$ cat config.mk
export PLATFORM = sky130hd
export DESIGN_NAME = tag_next_state
export DESIGN_NICKNAME = d
export VERILOG_FILES = /design/src/hw/cache_pkg.sv /design/src/hw/tag_next_state.sv
export VERILOG_INCLUDE_DIRS = /design/src /design/src/hw
export SDC_FILE = /design/constraint.sdc
export NUM_CORES = 1
export LEC_CHECK = 0
export ABC_CLOCK_PERIOD_IN_PS = 4600
export BUFFER_PORTS_ARGS = -buffer_cell sky130_fd_sc_hd__buf_2
export CORE_AREA = 2 2 91 93
export DETAILED_ROUTE_END_ITERATION = 10
export DIE_AREA = 0 0 93 95
export PLACE_DENSITY_LB_ADDON = 0.3
export SLEW_MARGIN = 0
export SYNTH_ARGS = -nofsm -noshare
export SYNTH_HDL_FRONTEND = slang
export SYNTH_SLANG_ARGS = --single-unit
$ cat constraint.sdc
create_clock -name vclk -period 4.6
set_clock_uncertainty 0.05 [all_clocks]
set_input_delay 0.92 -clock vclk [all_inputs]
set_output_delay 0.92 -clock vclk [all_outputs]
set_load 0.005 [all_outputs]
$ cat src/hw/cache_defines.svh
`ifndef CACHE_DEFINES_SVH
`define CACHE_DEFINES_SVH

// Address split: tag | index | offset
`define CACHE_ADDR_BITS     32
`define CACHE_LINE_BITS     128  // 16 bytes
`define CACHE_OFFSET_BITS   4
`define CACHE_INDEX_BITS    4    // 16 sets
`define CACHE_TAG_BITS      24

// Configuration space
`define CACHE_CFG_ADDR_BITS 2
`define CACHE_CFG_WAY_EN    0    // Way-enable mask

`endif

$ cat src/hw/cache_pkg.sv
`include "cache_defines.svh"

package cache_pkg;

    localparam int CACHE_WAYS = 4;  // One-hot selects are built around four

    typedef logic [`CACHE_ADDR_BITS-1:0]   addr_t;
    typedef logic [`CACHE_TAG_BITS-1:0]    tag_t;
    typedef logic [`CACHE_INDEX_BITS-1:0]  index_t;
    typedef logic [`CACHE_OFFSET_BITS-1:0] offset_t;
    typedef logic [31:0]                   word_t;
    typedef logic [`CACHE_LINE_BITS-1:0]   line_t;
    typedef logic [CACHE_WAYS-1:0]         way_sel_t;

    typedef enum logic [2:0] {
        NO_OP = 3'd0,
        LD    = 3'd1,
        ST    = 3'd2,
        WR    = 3'd4
    } cache_op_e;

    typedef enum logic [1:0] {
        SZ_BYTE = 2'd0,
        SZ_HALF = 2'd1,
        SZ_WORD = 2'd2
    } access_size_e;

    typedef enum logic [1:0] {
        ST_I = 2'd0,
        ST_S = 2'd1,
        ST_M = 2'd2
    } line_state_e;

    typedef struct packed {
        tag_t        tag;
        line_state_e state;
    } way_meta_t;

    typedef struct packed {
        logic         valid;
        cache_op_e    op;
        addr_t        addr;
        access_size_e size;
        word_t        wdata;
        line_t        fill_line;
    } cache_req_t;

    typedef struct packed {
        logic  valid;
        logic  hit;
        word_t rdata;
        word_t rewind_data;
    } cache_resp_t;

    typedef struct packed {
        logic  valid;
        addr_t addr;  // Line aligned
        line_t line;
    } evict_t;

endpackage

$ cat src/hw/tag_next_state.sv
`timescale 1ns/1ns

module tag_next_state (
    input  cache_pkg::way_meta_t [cache_pkg::CACHE_WAYS-1:0] cur_meta,
    input  cache_pkg::tag_t                                  tag_in,
    input  cache_pkg::line_state_e                           state_in,
    input  cache_pkg::way_sel_t                              sel_way,
    output cache_pkg::way_meta_t [cache_pkg::CACHE_WAYS-1:0] next_meta
);
    import cache_pkg::*;

    logic sel_ok;

    assign sel_ok = $onehot(sel_way);

    always_comb begin
        next_meta = cur_meta;
        if (sel_ok) begin
            for (int w = 0; w < CACHE_WAYS; w++) begin
                if (sel_way[w]) begin
                    next_meta[w].tag   = tag_in;
                    next_meta[w].state = state_in;
                end
            end
        end
    end

endmodule

==> key figures <==
Placed design
  • Detail Placement HPWL: around 5500 um
  • I/O Buffers: approximately 240
  • Place WS: 0.381 ns
  • Placed instance area: just under 0.003 mm2
  • Routability-driven placement congestion ratio: 0.706
  • Cells after DPL: roughly 470

Worst setup path
  • Worst setup SP type: primary input
  • Worst path arrival time: 3.23 ns
  • Crit end category: output pin
  • Critical path's largest stage delay: between 0.5 and 0.6 ns
  • Critical Path RT: 3.63 ns
  • Cell Chain, Critical Path: buf_2, inv_1, fa_1, inv_1, ha_1, ha_1, and4bb_2, buf_4, mux2_2, buf_2
  • Crit path kind: in2out
  • CP max-delay cell: fa_1
  • CP max FO: 16

GRT
  • Aggregate global routing overflow: 0
  • Antenna violations before repair: 0
  • Largest net degree at the start of global routing: 27
  • First-pass GRT wire length: 8780 um
  • Total track usage: 0.120
  • Vias in the first global route: ~1800

Drt
  • Via count: 1937
  • Post-Route WL: roughly 6400 um
  • Final ANT Viol Nets: 0
  • TritonRoute pass-1 iters: 4
  • DRC viols: 0
  • 1st-iter DRT viols: 15
  • Avg WL per Cell: between 10 and 15 um
  • Drt via density: 4.17

Finish
  • Final Non-Filler Cells: approximately 470
  • Final Instance Area: between 0.002 and 0.003 mm2
  • Number of sequential cells: 0
  • Diode count: 0
  • Nets: about 500
  • Fillers: ~830
  • Register Area: 0 um2
  • Share of layout cells above drive strength 1: 0.978
  • Area Overhead vs Synth: 66.3%
  • Clock buf count: 0

Status
  • Outcome: finished clean

Run
  • Max Cap Viol: 0

Worst hold path
  • Worst Hold Class: in2out

Clock tree
  • Number of hold buffers added after cts: 0
  • Post-CTS Setup Bufs: 0
  • Post-CTS resize count: 0

Power
  • Static Leak: about 0.0017 uW
  • Design Power: around 410 uW
  • PD cells: approximately 140 mW/mm2
  • Worst vdd ir: ~0.072 mV

STA
  • Fin Setup TNS: 0 ns
  • Unrepaired setup endpoints after global routing: no
  • Slew @ Worst Pin: approximately 0.28 ns
  • Rel. slew slack: 0.812
  • Hold Violations, Final: 0
  • Final worst slack: 0.399 ns
  • Final Max Tran Viols: 0
  • Setup-failing EPs final: 0
  • Post-route minimum period: 4.20 ns
  • Post-route clock period utilization: 0.913
  • Max Freq: around 240 MHz

Synth
  • Post-synthesis mux area share: 0.822
  • Compound-Gate Fraction of Synth Area: 0
  • Post-synthesis cell type count: 8
  • Area leader, netlist: mux2_4
  • Synth warn: 0
  • Post-Synth XOR/XNOR Area: 0
  • Dominant cell by count in the synthesized netlist: mux2_4
  • Combinational family with the most area after synthesis: multiplexers
  • Area of the mapped netlist: between 0.0015 and 0.002 mm2
  • Avg Inst Size Synth: around 14 um2
  • Synth Area in Simple Gates: 0.0280
  • Seq/Total Area, Yosys: 0
  • Post-Synth Adder-Cell Area: 0.0252
  • Post-synth top area share: 0.671
  • Post-synth top cells: mux2_4 (80), mux2_2 (24), buf_12 (8)
  • Area contributors post-synth: mux2_4 (67%), mux2_2 (15%), buf_12 (8.9%), and4bb_1 (2.8%), buf_6 (2.5%)
  • Mapped Nets: between 200 and 300
  • Mapped Cells: ~130

Floorplanning
  • Core box area: between 0.007 and 0.008 mm2
  • FP Rows: 33
  • Chip width: 93 um
  • Starting density of the core: 0.226
  • Area of the die: a little under 0.009 mm2
  • Die height: approximately 95 um
  • I/O pin count: approximately 240
[logic make-up after synthesis]
| family | count (synthesis) |
|---|---|
| buffers and inverters | 17 |
| and+or+nand+nor | 4 |
| adders and majority gates | 3 |
| muxes | 104 |
[per-stage QoR]
stage                util  hold WS (ns)
finish              0.376          2.08
floorplan               -          1.91
detailed placement  0.376          2.08
CTS                 0.376          2.08
global route        0.376          2.09
global placement    0.376          2.08
[report_power, final]
part           switching, uW  total [uW]  leakage, uW  internal, uW
clock network              0           0            0             0
registers                  0           0            0             0
logic                    154         414      0.00169           261
[worst max-delay path: cells and delay by family]
| family | cells | cell delay, ns |
|---|---|---|
| fa+ha+maj | 3 | 1.03 |
| buf+inv | 5 | 0.58 |
| mux | 1 | 0.37 |
| simple gates | 1 | 0.31 |
[final timing paths]
check	start	to	slack [ns]	cells after the start
worst min-delay path	cur_meta[23]	next_meta[23]	2.08	3
worst max-delay path	sel_way[0]	next_meta[53]	0.40	10
[final cells by class]
cell class,instances,area (um2),area share
Inverter,5,18.8,0.00630
Timing Repair Buffer,244,1260,0.424
Tap cell,105,131,0.0441
Multi-Input combinational cell,111,1570,0.526
[per-layer routing]
layer / global-route usage / wire length (um) / vias up
li1: - / - / 947
met1: 0.160 / 2640 / 885
met2: 0.223 / 3300 / 105
met3: 0.00798 / 427 / 0
met4: 0.00368 / 0 / 0
met5: 0 / 0 / -
[cells in the final DEF (no fill, tap or decap)]
cell type | synthesis | routed
and4bb_2 | 0 | 4
buf_12 | 8 | 2
buf_2 | 0 | 238
buf_4 | 0 | 4
fa_1 | 1 | 1
ha_1 | 2 | 2
inv_1 | 5 | 5
mux2_2 | 24 | 24
mux2_4 | 80 | 80
No activity file was read; power rests on OpenSTA's default activity.
