<file path="config.mk">
export PLATFORM = sky130hd
export DESIGN_NAME = way_lookup
export DESIGN_NICKNAME = d
export VERILOG_FILES = /design/src/hw/cache_pkg.sv /design/src/hw/way_lookup.sv
export VERILOG_INCLUDE_DIRS = /design/src /design/src/hw
export SDC_FILE = /design/constraint.sdc
export NUM_CORES = 1
export LEC_CHECK = 0
export ABC_AREA = 1
export BUFFER_PORTS_ARGS = -buffer_cell sky130_fd_sc_hd__buf_4
export CORE_UTILIZATION = 35
export CTS_BUF_LIST = sky130_fd_sc_hd__clkbuf_4 sky130_fd_sc_hd__clkbuf_8
export CTS_CLUSTER_DIAMETER = 50
export CTS_CLUSTER_SIZE = 24
export DETAILED_ROUTE_END_ITERATION = 8
export GPL_TIMING_DRIVEN = 0
export PLACE_DENSITY_LB_ADDON = 0.08
export SYNTH_ARGS = -nofsm -noshare
export SYNTH_HDL_FRONTEND = slang
export SYNTH_SLANG_ARGS = --single-unit
export TNS_END_PERCENT = 100
</file>
<file path="constraint.sdc">
create_clock -name clk -period 3.5 [get_ports clk]
set_clock_uncertainty 0.15 [all_clocks]
set_input_delay 0.175 -clock clk [delete_from_list [all_inputs] [get_ports clk]]
set_output_delay 0.175 -clock clk [all_outputs]
set_load 0.02 [all_outputs]
</file>
<file path="src/hw/cache_defines.svh">
`ifndef CACHE_DEFINES_SVH
`define CACHE_DEFINES_SVH

// Address split: tag | index | offset
`define CACHE_ADDR_BITS     32
`define CACHE_LINE_BITS     128  // 16 bytes
`define CACHE_OFFSET_BITS   4
`define CACHE_INDEX_BITS    4    // 16 sets
`define CACHE_TAG_BITS      24

// Configuration space
`define CACHE_CFG_ADDR_BITS 2
`define CACHE_CFG_WAY_EN    0    // Way-enable mask

`endif

</file>
<file path="src/hw/cache_pkg.sv">
`include "cache_defines.svh"

package cache_pkg;

    localparam int CACHE_WAYS = 4;  // One-hot selects are built around four

    typedef logic [`CACHE_ADDR_BITS-1:0]   addr_t;
    typedef logic [`CACHE_TAG_BITS-1:0]    tag_t;
    typedef logic [`CACHE_INDEX_BITS-1:0]  index_t;
    typedef logic [`CACHE_OFFSET_BITS-1:0] offset_t;
    typedef logic [31:0]                   word_t;
    typedef logic [`CACHE_LINE_BITS-1:0]   line_t;
    typedef logic [CACHE_WAYS-1:0]         way_sel_t;

    typedef enum logic [2:0] {
        NO_OP = 3'd0,
        LD    = 3'd1,
        ST    = 3'd2,
        WR    = 3'd4
    } cache_op_e;

    typedef enum logic [1:0] {
        SZ_BYTE = 2'd0,
        SZ_HALF = 2'd1,
        SZ_WORD = 2'd2
    } access_size_e;

    typedef enum logic [1:0] {
        ST_I = 2'd0,
        ST_S = 2'd1,
        ST_M = 2'd2
    } line_state_e;

    typedef struct packed {
        tag_t        tag;
        line_state_e state;
    } way_meta_t;

    typedef struct packed {
        logic         valid;
        cache_op_e    op;
        addr_t        addr;
        access_size_e size;
        word_t        wdata;
        line_t        fill_line;
    } cache_req_t;

    typedef struct packed {
        logic  valid;
        logic  hit;
        word_t rdata;
        word_t rewind_data;
    } cache_resp_t;

    typedef struct packed {
        logic  valid;
        addr_t addr;  // Line aligned
        line_t line;
    } evict_t;

endpackage

</file>
<file path="src/hw/way_lookup.sv">
`timescale 1ns/1ns
`include "cache_defines.svh"

module way_lookup (
    input  logic                                              clk,
    input  logic                                              rst_n,
    input  logic                                              alloc,
    input  cache_pkg::index_t                                 index,
    input  cache_pkg::tag_t                                   req_tag,
    input  cache_pkg::way_meta_t [cache_pkg::CACHE_WAYS-1:0]  set_meta,
    input  cache_pkg::way_sel_t                               way_en,
    output logic                                              hit,
    output cache_pkg::way_sel_t                               hit_way,
    output cache_pkg::way_sel_t                               victim_way
);
    import cache_pkg::*;

    localparam int SETS     = 1 << `CACHE_INDEX_BITS;
    localparam int PTR_BITS = $clog2(CACHE_WAYS);

    logic [PTR_BITS-1:0] rr_ptr [SETS];
    logic [PTR_BITS-1:0] rr_idx;
    logic [PTR_BITS-1:0] cand;
    way_sel_t            invalid_ways;
    logic                found;

    always_comb begin
        for (int w = 0; w < CACHE_WAYS; w++) begin
            hit_way[w]      = way_en[w] && (set_meta[w].state != ST_I) &&
                              (set_meta[w].tag == req_tag);
            invalid_ways[w] = way_en[w] && (set_meta[w].state == ST_I);
        end
    end

    assign hit = |hit_way;

    // Lowest free way first, else round robin from the set pointer
    always_comb begin
        victim_way = '0;
        rr_idx     = rr_ptr[index];
        cand       = '0;
        found      = 1'b0;
        for (int w = 0; w < CACHE_WAYS; w++) begin
            if (!found && invalid_ways[w]) begin
                victim_way[w] = 1'b1;
                found         = 1'b1;
            end
        end
        for (int k = 0; k < CACHE_WAYS; k++) begin
            cand = rr_ptr[index] + PTR_BITS'(k);  // Wraps
            if (!found && way_en[cand]) begin
                victim_way[cand] = 1'b1;
                rr_idx           = cand;
                found            = 1'b1;
            end
        end
    end

    always_ff @(posedge clk) begin
        if (!rst_n) begin
            for (int s = 0; s < SETS; s++) begin
                rr_ptr[s] <= '0;
            end
        end else if (alloc && (invalid_ways == '0)) begin
            rr_ptr[index] <= rr_idx + 1'b1;  // Step past the replaced way
        end
    end

    // Duplicate tags in a set would mean the fill path broke
    assert property (@(posedge clk) disable iff (!rst_n) $onehot0(hit_way));

endmodule

</file>
==> results.md <==
* Status: completed
* Met1 WL at 4.27 mm
* Max Fclk at 0.341 GHz
* Synth top area cells: edfxtp_1 (27%), nand2_1 (16%), xnor2_1 (11%)
* Final Hold Viols at 0
* RSZ-0062 raised after global routing: no
* First-pass GRT wire length at 17.1 mm
* Main synth FF type: edfxtp_1
* Worst Path Max Fanout at 10
* Post-Route Utilization at 49.5%
* Synth Instances at 482
* Synth area leader: edfxtp_1
* HPWL Detailed at 9.24 mm
* Routed wire length at 10.9 mm
* First-pass DRT Iterations at 4
* Post-synthesis cell area at 0.00355 mm²
* Biggest register: rr_ptr
* DRC at 0
* Routed via count at 3745
* Synth async-reset ratio at 0%
* GRT Total Usage at 21.2%
* Initial Util at 36.1%
* Via density at 4.90
* PortBufs at 141
* Area delta synth->final at 37.0%
* Die X at 103 µm
* Min Tclk post-route at 2.93 ns
* Hold_ws at 0.240 ns
* Clock Path Buffers at 2
* Clock root buffer: clkbuf_8
* Ports at 148
* Synth top area share at 27.1%
* EDFF count, synth at 32
* Layout cell share with drive strength beyond 1 at 35.8%
* Nets at 773
* Syn_area_per_cell at 7.36 µm²
* Setup crit start kind: input pin
* Syn Nets at 625
* Setup TNS at 0 ns
* Clock transition at path regs at 0.06 ns
* H-tree Lvls at 2
* Avg WL per Cell at 14.2 µm
* Synth warn at 0
* GPL Wtd Cong at 0.884
* # diodes at 0
* CTS buffer count at 5
* Placed Cells at 756
* Register bit count reported by yosys at 32
* Storage cell area at 961 µm²
* Max reg flops at 32
* CP Data Arrival Time at 2.82 ns
* DR WL met3 at 523 µm
* Worst setup EP type: flop
* Most common cell in the synthesized netlist: nand2_1
* FP Rows at 36
* Worst-skew pair later-pin latency at 0.29 ns
* Pwr dens at 275 mW/mm²
* CTS tree: yes
* Static leakage at 2.19 nW
* Final Max Slew Viols at 0
* Max Cap Viol at 0
* Die Y-Extent at 103 µm
* Post-synth top cells: nand2_1 (150), xnor2_1 (45), nor2_1 (38), edfxtp_1 (32), inv_1 (27)
* DR iter-0 viols at 121
* Core footprint at 0.00982 mm²
* Largest net degree at the start of global routing at 11
* Post-synthesis sequential area ratio at 27.1%
* Post-cts hold buffer count at 0
* Post-CTS Setup Repair Bufs at 0
* Least-Margin Pin Slew at 0.704 ns
* Final setup violation count at 0
* Non-Filler Instances at 764
* Worst vdd ir at 0.137 mV
* Hold WC Path Type: input pin to flop
* Worst relative slew slack at 52.7%
* Top sig layer: met4
* Final ANT Viol Nets at 0
* Vias in the first global route at 3644
* Initial antenna violation count at 0
* Footprint of the multi-input gates at 0.00237 mm²
* Clock sinks at 32
* Final worst-path cycle share at 83.8%
* Crit path kind: input pin to flop
* Gr ovfl total at 0
* Synth cell types at 35
* CP Data Required Time at 3.39 ns
* Top flop regs: rr_ptr x32
* Die ar. at 0.0105 mm²
* DR WL met2 at 5.93 mm
* Fill cells at 1033
* Cts repair resizes at 0
## where the power goes
part	switching (mW)	internal [mW]	leakage, nW
combinational	0.341	0.273	1.82
sequential	0.00417	0.436	0.331
clock	0.132	0.154	0.0467
total	0.477	0.863	2.19
## layout make-up
| cell class | count | area share [%] |
|---|---|---|
| multi-input combinational | 401 | 48.7 |
| timing repair buffer | 141 | 21.8 |
| sequential | 32 | 19.8 |
| tap | 133 | 3.42 |
| inverter | 35 | 2.70 |
| buffer | 14 | 1.88 |
| clock buffer | 7 | 1.72 |
| clock inverter | 1 | 0.0772 |
## per-stage QoR
stage | power, mW | setup WS (ns) | cell area [µm²]
floorplan | 0.831 | 0.850 | 3550
global placement | 1.06 | 0.281 | 4770
detailed placement | 1.07 | 0.245 | 4770
CTS | 1.35 | 0.538 | 4860
global route | 1.42 | 0.375 | 4860
finish | 1.34 | 0.568 | 4860
## per-layer routing
metal  track usage [%]  up-vias
met5                 0        -
met4              5.27        0
met3              3.32       14
met2              40.6      115
met1              24.2     1720
li1                  -     1896
## layout by cell type (no fill, tap or decap), drive strengths merged, types with 5 or more instances in the layout
| cell | count |
|---|---|
| a21oi | 5 |
| or2 | 23 |
| nand4 | 11 |
| edfxtp | 32 |
| a221oi | 11 |
| nand2 | 166 |
| o221ai | 5 |
| inv | 35 |
| nor2 | 53 |
| xnor2 | 45 |
| xor2 | 16 |
| buf | 148 |
| clkbuf | 14 |
| o21ai | 5 |
| nand3 | 35 |
## cell families after synthesis
kind of cell,count (synthesis),synth area share [%]
buf+inv,49,6.27
simple gates,297,42.1
compound gates,39,8.14
flops,32,27.1
xor+xnor,61,15.1
fa+ha+maj,4,1.41
## worst paths after layout
kind | start | slack (ns) | cells after the start | end
worst max register to register | rr_ptr[11][0] | 0.62 | 19 | rr_ptr[12][1]
worst min-delay path | index[3] | 0.24 | 4 | rr_ptr[4][1]
worst max-delay path | index[0] | 0.57 | 20 | rr_ptr[12][1]
worst min register to register | rr_ptr[14][0] | 1.02 | 10 | rr_ptr[1][0]
## critical path, stage by stage
cell	delay (ns)
buf_4	0.12
buf_4	0.17
nor2_1	0.30
nand2_1	0.09
nand4_1	0.11
nand2_1	0.10
nand2_4	0.12
nor2_8	0.06
ha_1	0.34
inv_1	0.10
nand3_2	0.10
nand2_2	0.14
nor2_4	0.07
nand2_2	0.12
nand3_2	0.10
nand2_4	0.14
nand3_2	0.10
nand2_4	0.13
buf_12	0.18
nor2_2	0.04
Note: power is estimated with default switching activity, not from simulation.
