<file path="config.mk">
export PLATFORM = sky130hd
export DESIGN_NAME = cache_cfg_regs
export DESIGN_NICKNAME = d
export VERILOG_FILES = /design/src/hw/cache_pkg.sv /design/src/hw/cache_cfg_regs.sv
export VERILOG_INCLUDE_DIRS = /design/src /design/src/hw
export SDC_FILE = /design/constraint.sdc
export NUM_CORES = 1
export LEC_CHECK = 0
export ABC_AREA = 1
export BUFFER_PORTS_ARGS = -buffer_cell sky130_fd_sc_hd__buf_4
export CAP_MARGIN = 20
export CORE_MARGIN = 5
export CORE_UTILIZATION = 23
export DETAILED_ROUTE_END_ITERATION = 8
export PLACE_DENSITY = 0.73
export SYNTH_ARGS = -nofsm -noshare
export SYNTH_HDL_FRONTEND = slang
export SYNTH_SLANG_ARGS = --single-unit
</file>
<file path="constraint.sdc">
create_clock -name clk -period 0.8 [get_ports clk]
set_input_delay 0.12 -clock clk [delete_from_list [all_inputs] [get_ports clk]]
set_output_delay 0.12 -clock clk [all_outputs]
set_load 0.02 [all_outputs]
</file>
<file path="src/hw/cache_defines.svh">
`ifndef CACHE_DEFINES_SVH
`define CACHE_DEFINES_SVH

// Address split: tag | index | offset
`define CACHE_ADDR_BITS     32
`define CACHE_LINE_BITS     128  // 16 bytes
`define CACHE_OFFSET_BITS   4
`define CACHE_INDEX_BITS    4    // 16 sets
`define CACHE_TAG_BITS      24

// Configuration space
`define CACHE_CFG_ADDR_BITS 2
`define CACHE_CFG_WAY_EN    0    // Way-enable mask

`endif

</file>
<file path="src/hw/cache_pkg.sv">
`include "cache_defines.svh"

package cache_pkg;

    localparam int CACHE_WAYS = 4;  // One-hot selects are built around four

    typedef logic [`CACHE_ADDR_BITS-1:0]   addr_t;
    typedef logic [`CACHE_TAG_BITS-1:0]    tag_t;
    typedef logic [`CACHE_INDEX_BITS-1:0]  index_t;
    typedef logic [`CACHE_OFFSET_BITS-1:0] offset_t;
    typedef logic [31:0]                   word_t;
    typedef logic [`CACHE_LINE_BITS-1:0]   line_t;
    typedef logic [CACHE_WAYS-1:0]         way_sel_t;

    typedef enum logic [2:0] {
        NO_OP = 3'd0,
        LD    = 3'd1,
        ST    = 3'd2,
        WR    = 3'd4
    } cache_op_e;

    typedef enum logic [1:0] {
        SZ_BYTE = 2'd0,
        SZ_HALF = 2'd1,
        SZ_WORD = 2'd2
    } access_size_e;

    typedef enum logic [1:0] {
        ST_I = 2'd0,
        ST_S = 2'd1,
        ST_M = 2'd2
    } line_state_e;

    typedef struct packed {
        tag_t        tag;
        line_state_e state;
    } way_meta_t;

    typedef struct packed {
        logic         valid;
        cache_op_e    op;
        addr_t        addr;
        access_size_e size;
        word_t        wdata;
        line_t        fill_line;
    } cache_req_t;

    typedef struct packed {
        logic  valid;
        logic  hit;
        word_t rdata;
        word_t rewind_data;
    } cache_resp_t;

    typedef struct packed {
        logic  valid;
        addr_t addr;  // Line aligned
        line_t line;
    } evict_t;

endpackage

</file>
<file path="src/hw/cache_cfg_regs.sv">
`timescale 1ns/1ns
`include "cache_defines.svh"

module cache_cfg_regs (
    input  logic                            clk,
    input  logic                            rst_n,
    input  logic                            cfg_we,
    input  logic [`CACHE_CFG_ADDR_BITS-1:0] cfg_addr,
    input  cache_pkg::word_t                cfg_wdata,
    output cache_pkg::word_t                cfg_rdata,
    output cache_pkg::way_sel_t             way_en
);
    import cache_pkg::*;

    localparam logic [`CACHE_CFG_ADDR_BITS-1:0] WAY_EN_ADDR = `CACHE_CFG_WAY_EN;

    way_sel_t way_en_q;
    logic     way_en_wr;

    assign way_en_wr = cfg_we && (cfg_addr == WAY_EN_ADDR);

    always_ff @(posedge clk) begin
        if (!rst_n) begin
            way_en_q <= '1;  // All ways usable out of reset
        end else if (way_en_wr) begin
            way_en_q <= cfg_wdata[CACHE_WAYS-1:0];
        end
    end

    always_comb begin
        case (cfg_addr)
            WAY_EN_ADDR: cfg_rdata = word_t'(way_en_q);
            default:     cfg_rdata = '0;  // Unmapped
        endcase
    end

    assign way_en = way_en_q;

endmodule

</file>
==> tab_implementation.tex <==
\begin{tabular}{lr}
\hline
Metric & Value \\
\hline
\multicolumn{2}{l}{\textbf{Floorplan}} \\
I/O pins & 73 \\
Die footprint & 2700 sq um \\
Initial Util & 23.7\% \\
Row Count & 15 \\
Die Y & 52.0 um \\
Core Region & 1710 sq um \\
Die Wd & 52.0 um \\
\multicolumn{2}{l}{\textbf{Critical path}} \\
Buf+Inv Stages, Crit Path & 2 \\
Critical register-to-register path endpoint & way\_en[1] \\
Category of the worst setup path launch point & flip-flop \\
Path type of the worst setup path & reg -> out \\
Depth of the worst register-to-register path & 4 \\
Cells traversed along the worst timing path & inv\_2 -> nor2\_4 -> buf\_6 \\
Maximum single-stage delay on the critical path & 340 ps \\
Arrival time at the worst endpoint & 820 ps \\
Nature of the critical path endpoint & output pin \\
Reg2reg setup slack & 30 ps \\
Required time at the worst-slack endpoint & 680 ps \\
Maximum fanout encountered on the critical timing path & 3 \\
Family of cells with the greatest summed delay on the critical path & flip-flops \\
Slowest cell on the critical path & dfxtp\_2 \\
Critical register-to-register path startpoint & way\_en[1] \\
CP Depth & 3 \\
\multicolumn{2}{l}{\textbf{STA}} \\
Final setup violating endpoints & 8 \\
Worst hold-check slack & 90.3 ps \\
Final clock period utilization by the worst path & 118\% \\
Worst-case clock skew & 0 ps \\
Max frequency & 1060 MHz \\
Total negative slack & -821 ps \\
Final worst-path setup slack & -140 ps \\
Count of final hold-check violations & 0 \\
Setup repair after global routing missed its margin & true \\
Fin crit period & 940 ps \\
Final count of pins violating max slew & 0 \\
\multicolumn{2}{l}{\textbf{Layout}} \\
Fin nets & 118 \\
Post-route non-filler standard cell count & 104 \\
Number of flip-flops in the largest register & 4 \\
Area growth from synthesis to final layout & 41.4\% \\
Share of post-route cells with drive strength above 1 & 49.4\% \\
Finished Cell Area & 573 sq um \\
Area of the multi-input gates & 228 sq um \\
Utilization after layout & 33.6\% \\
Diode insertion count for antenna repair & 0 \\
Layout filler cell count & 180 \\
Register cell area after layout & 85.1 sq um \\
\multicolumn{2}{l}{\textbf{Placed design}} \\
Placed cell count & 97 \\
Buffers on Ports & 16 \\
Post-Place Worst Slack & -13.4 ps \\
Weighted congestion reported at the end of routability-driven placement & 0.646 \\
DP Area & 490 sq um \\
\multicolumn{2}{l}{\textbf{Clock tree}} \\
CTS buffer count & 3 \\
Number of sinks driven by the clock tree & 4 \\
Source-to-sink clock delay at the later pin of the worst-skew pair & 240 ps \\
Number of buffers between clock root and the deepest sink & 2 \\
Number of H-tree levels & 1 \\
Clock edge transition at the registers on the reported setup and hold paths & 40 ps \\
Number of hold-repair buffers added at the cts stage & 0 \\
TritonCTS clock tree & yes \\
Cell at the root of the clock tree & clkbuf\_4 \\
\multicolumn{2}{l}{\textbf{Detailed routing}} \\
Via total after detailed routing & 333 \\
Final ANT Viol Nets & 0 \\
Routed WL & 907 um \\
Routed length per instance & 8.72 um \\
Drt first pass iters & 3 \\
Vias per Instance & 3.20 \\
Violation count after the first detailed-routing iteration & 3 \\
DR DRC count & 0 \\
\multicolumn{2}{l}{\textbf{Power and ir drop}} \\
Peak supply drop & 0.506 mV \\
Pwr/cell area & 1390 nW/um\^{}2 \\
Internal & 0.486 mW \\
Switching Power & 0.311 mW \\
Total Power & 0.797 mW \\
Fraction of power spent switching nets & 39.0\% \\
Comb pwr share & 39.8\% \\
Reg power frac & 27.9\% \\
Clock share of power & 32.4\% \\
Static leakage & 0.329 nW \\
\multicolumn{2}{l}{\textbf{Yosys}} \\
Synth top area share & 51.9\% \\
Proportion of synthesized chip area in sequential cells & 19.8\% \\
Largest family of logic cells by synthesized area & buffers and inverters \\
Ranking of synthesized cells by area & buf\_4, dfxtp\_1, nand3\_1 \\
Leading cell type by number of instances after synthesis & buf\_4 \\
Proportion of register bits with asynchronous set or reset after synthesis & 0\% \\
Most used flip-flop cell after synthesis & dfxtp\_1 \\
Number of enable flip-flop cells after synthesis & 0 \\
Area fraction in compound gates after synthesis & 0\% \\
Synthesis Warnings & 0 \\
Post-synthesis cell count & 56 \\
Area fraction in and, or, nand and nor cells after synthesis & 22.8\% \\
Library cell with the largest summed area after synthesis & buf\_4 \\
Post-synthesis mux area share & 0\% \\
Mean instance size in the synthesized netlist & 7.24 sq um \\
Number of library cell types mapped by synthesis & 10 \\
Summed instance area of the synthesized netlist & 405 sq um \\
Post-synthesis register bit count & 4 \\
Adder and majority gate portion of the synthesized area & 0\% \\
Xor-xnor portion of the synthesized cell area & 0\% \\
Commonest cells in the synthesized netlist & buf\_4, nand3\_1 \\
\multicolumn{2}{l}{\textbf{Global route}} \\
GRT Overall Usage & 6.66\% \\
Pin count of the biggest net entering global routing & 6 \\
Remaining Overflow, GRT & 0 \\
Antenna violations before repair & 0 \\
Wire length of the first global-routing pass & 1.30 mm \\
Number of global-route vias before repair & 310 \\
\multicolumn{2}{l}{\textbf{Min path}} \\
Worst hold path type & in -> reg \\
Launch instance of the worst min-delay path & rst\_n \\
Min-Delay Endpoint & way\_en[0] \\
Worst hold stages & 2 \\
\multicolumn{2}{l}{\textbf{Flow run}} \\
Number of max-capacitance violations reported & 0 \\
\multicolumn{2}{l}{\textbf{Run status}} \\
Violations in the final reports & setup timing \\
Run status & complete, but fails checks \\
\hline
\end{tabular}
## power by group through the flow
stage | Combinational (mW) | Clock [mW] | Sequential (mW)
finish | 0.317 | 0.258 | 0.222
global route | 0.339 | 0.284 | 0.223
CTS | 0.308 | 0.268 | 0.222
detailed placement | 0.276 | 0 | 0.226
global placement | 0.273 | 0 | 0.224
floorplan | 0.285 | 0 | 0.236
## kinds of logic after synthesis
kind of cell,Yosys count
other cells,1
simple gates,18
buf+inv,33
flops,4
## cell usage in the layout, fill, tap and decap left out
master    synthesis  layout
conb_1            1      28
buf_4            28      13
nand3_1           8       8
buf_6             0       8
inv_2             1       5
nor2_4            1       5
nand2_1           4       4
dfxtp_2           0       4
clkbuf_4          0       3
nand2_4           1       1
## layer usage
layer | part of all wire (%) | track usage (%) | up-vias | routed length [um]
met5 | 0 | 0 | - | 0
met4 | 2.1 | 3.93 | 0 | 19
met3 | 13 | 3.15 | 2 | 118
met2 | 53 | 11.7 | 28 | 479
met1 | 32 | 6.16 | 143 | 290
li1 | - | - | 160 | -
## worst max path at each step
stage | startpoint | end | slack (ps)
after detailed placement | cfg_addr[1] | way_en[1] | -10
after CTS | way_en[0] | way_en[0] | -140
final | way_en[3] | cfg_rdata[3] | -140
after global routing | way_en[3] | cfg_rdata[3] | -170
after global placement | cfg_addr[1] | cfg_rdata[0] | 8
after floorplan | way_en[0] | cfg_rdata[0] | 60
## final cells by class
| cell class | count | share of cell area, % |
|---|---|---|
| Clock buffer | 3 | 3.93 |
| Timing Repair Buffer | 21 | 32.8 |
| Multi-Input combinational cell | 46 | 39.7 |
| Sequential cell | 4 | 14.8 |
| Inverter | 5 | 3.28 |
| Tap cell | 25 | 5.46 |
## timing repair
| item | CTS | global route |
|---|---|---|
| endpoints found under the hold margin | 0 | 0 |
| buffers inserted | 3 | 1 |
| resized for setup | 11 | 1 |
| pin swaps | 4 | 1 |
| endpoints found under the setup margin | 8 | 8 |
Note: power is estimated with default switching activity, not from simulation.
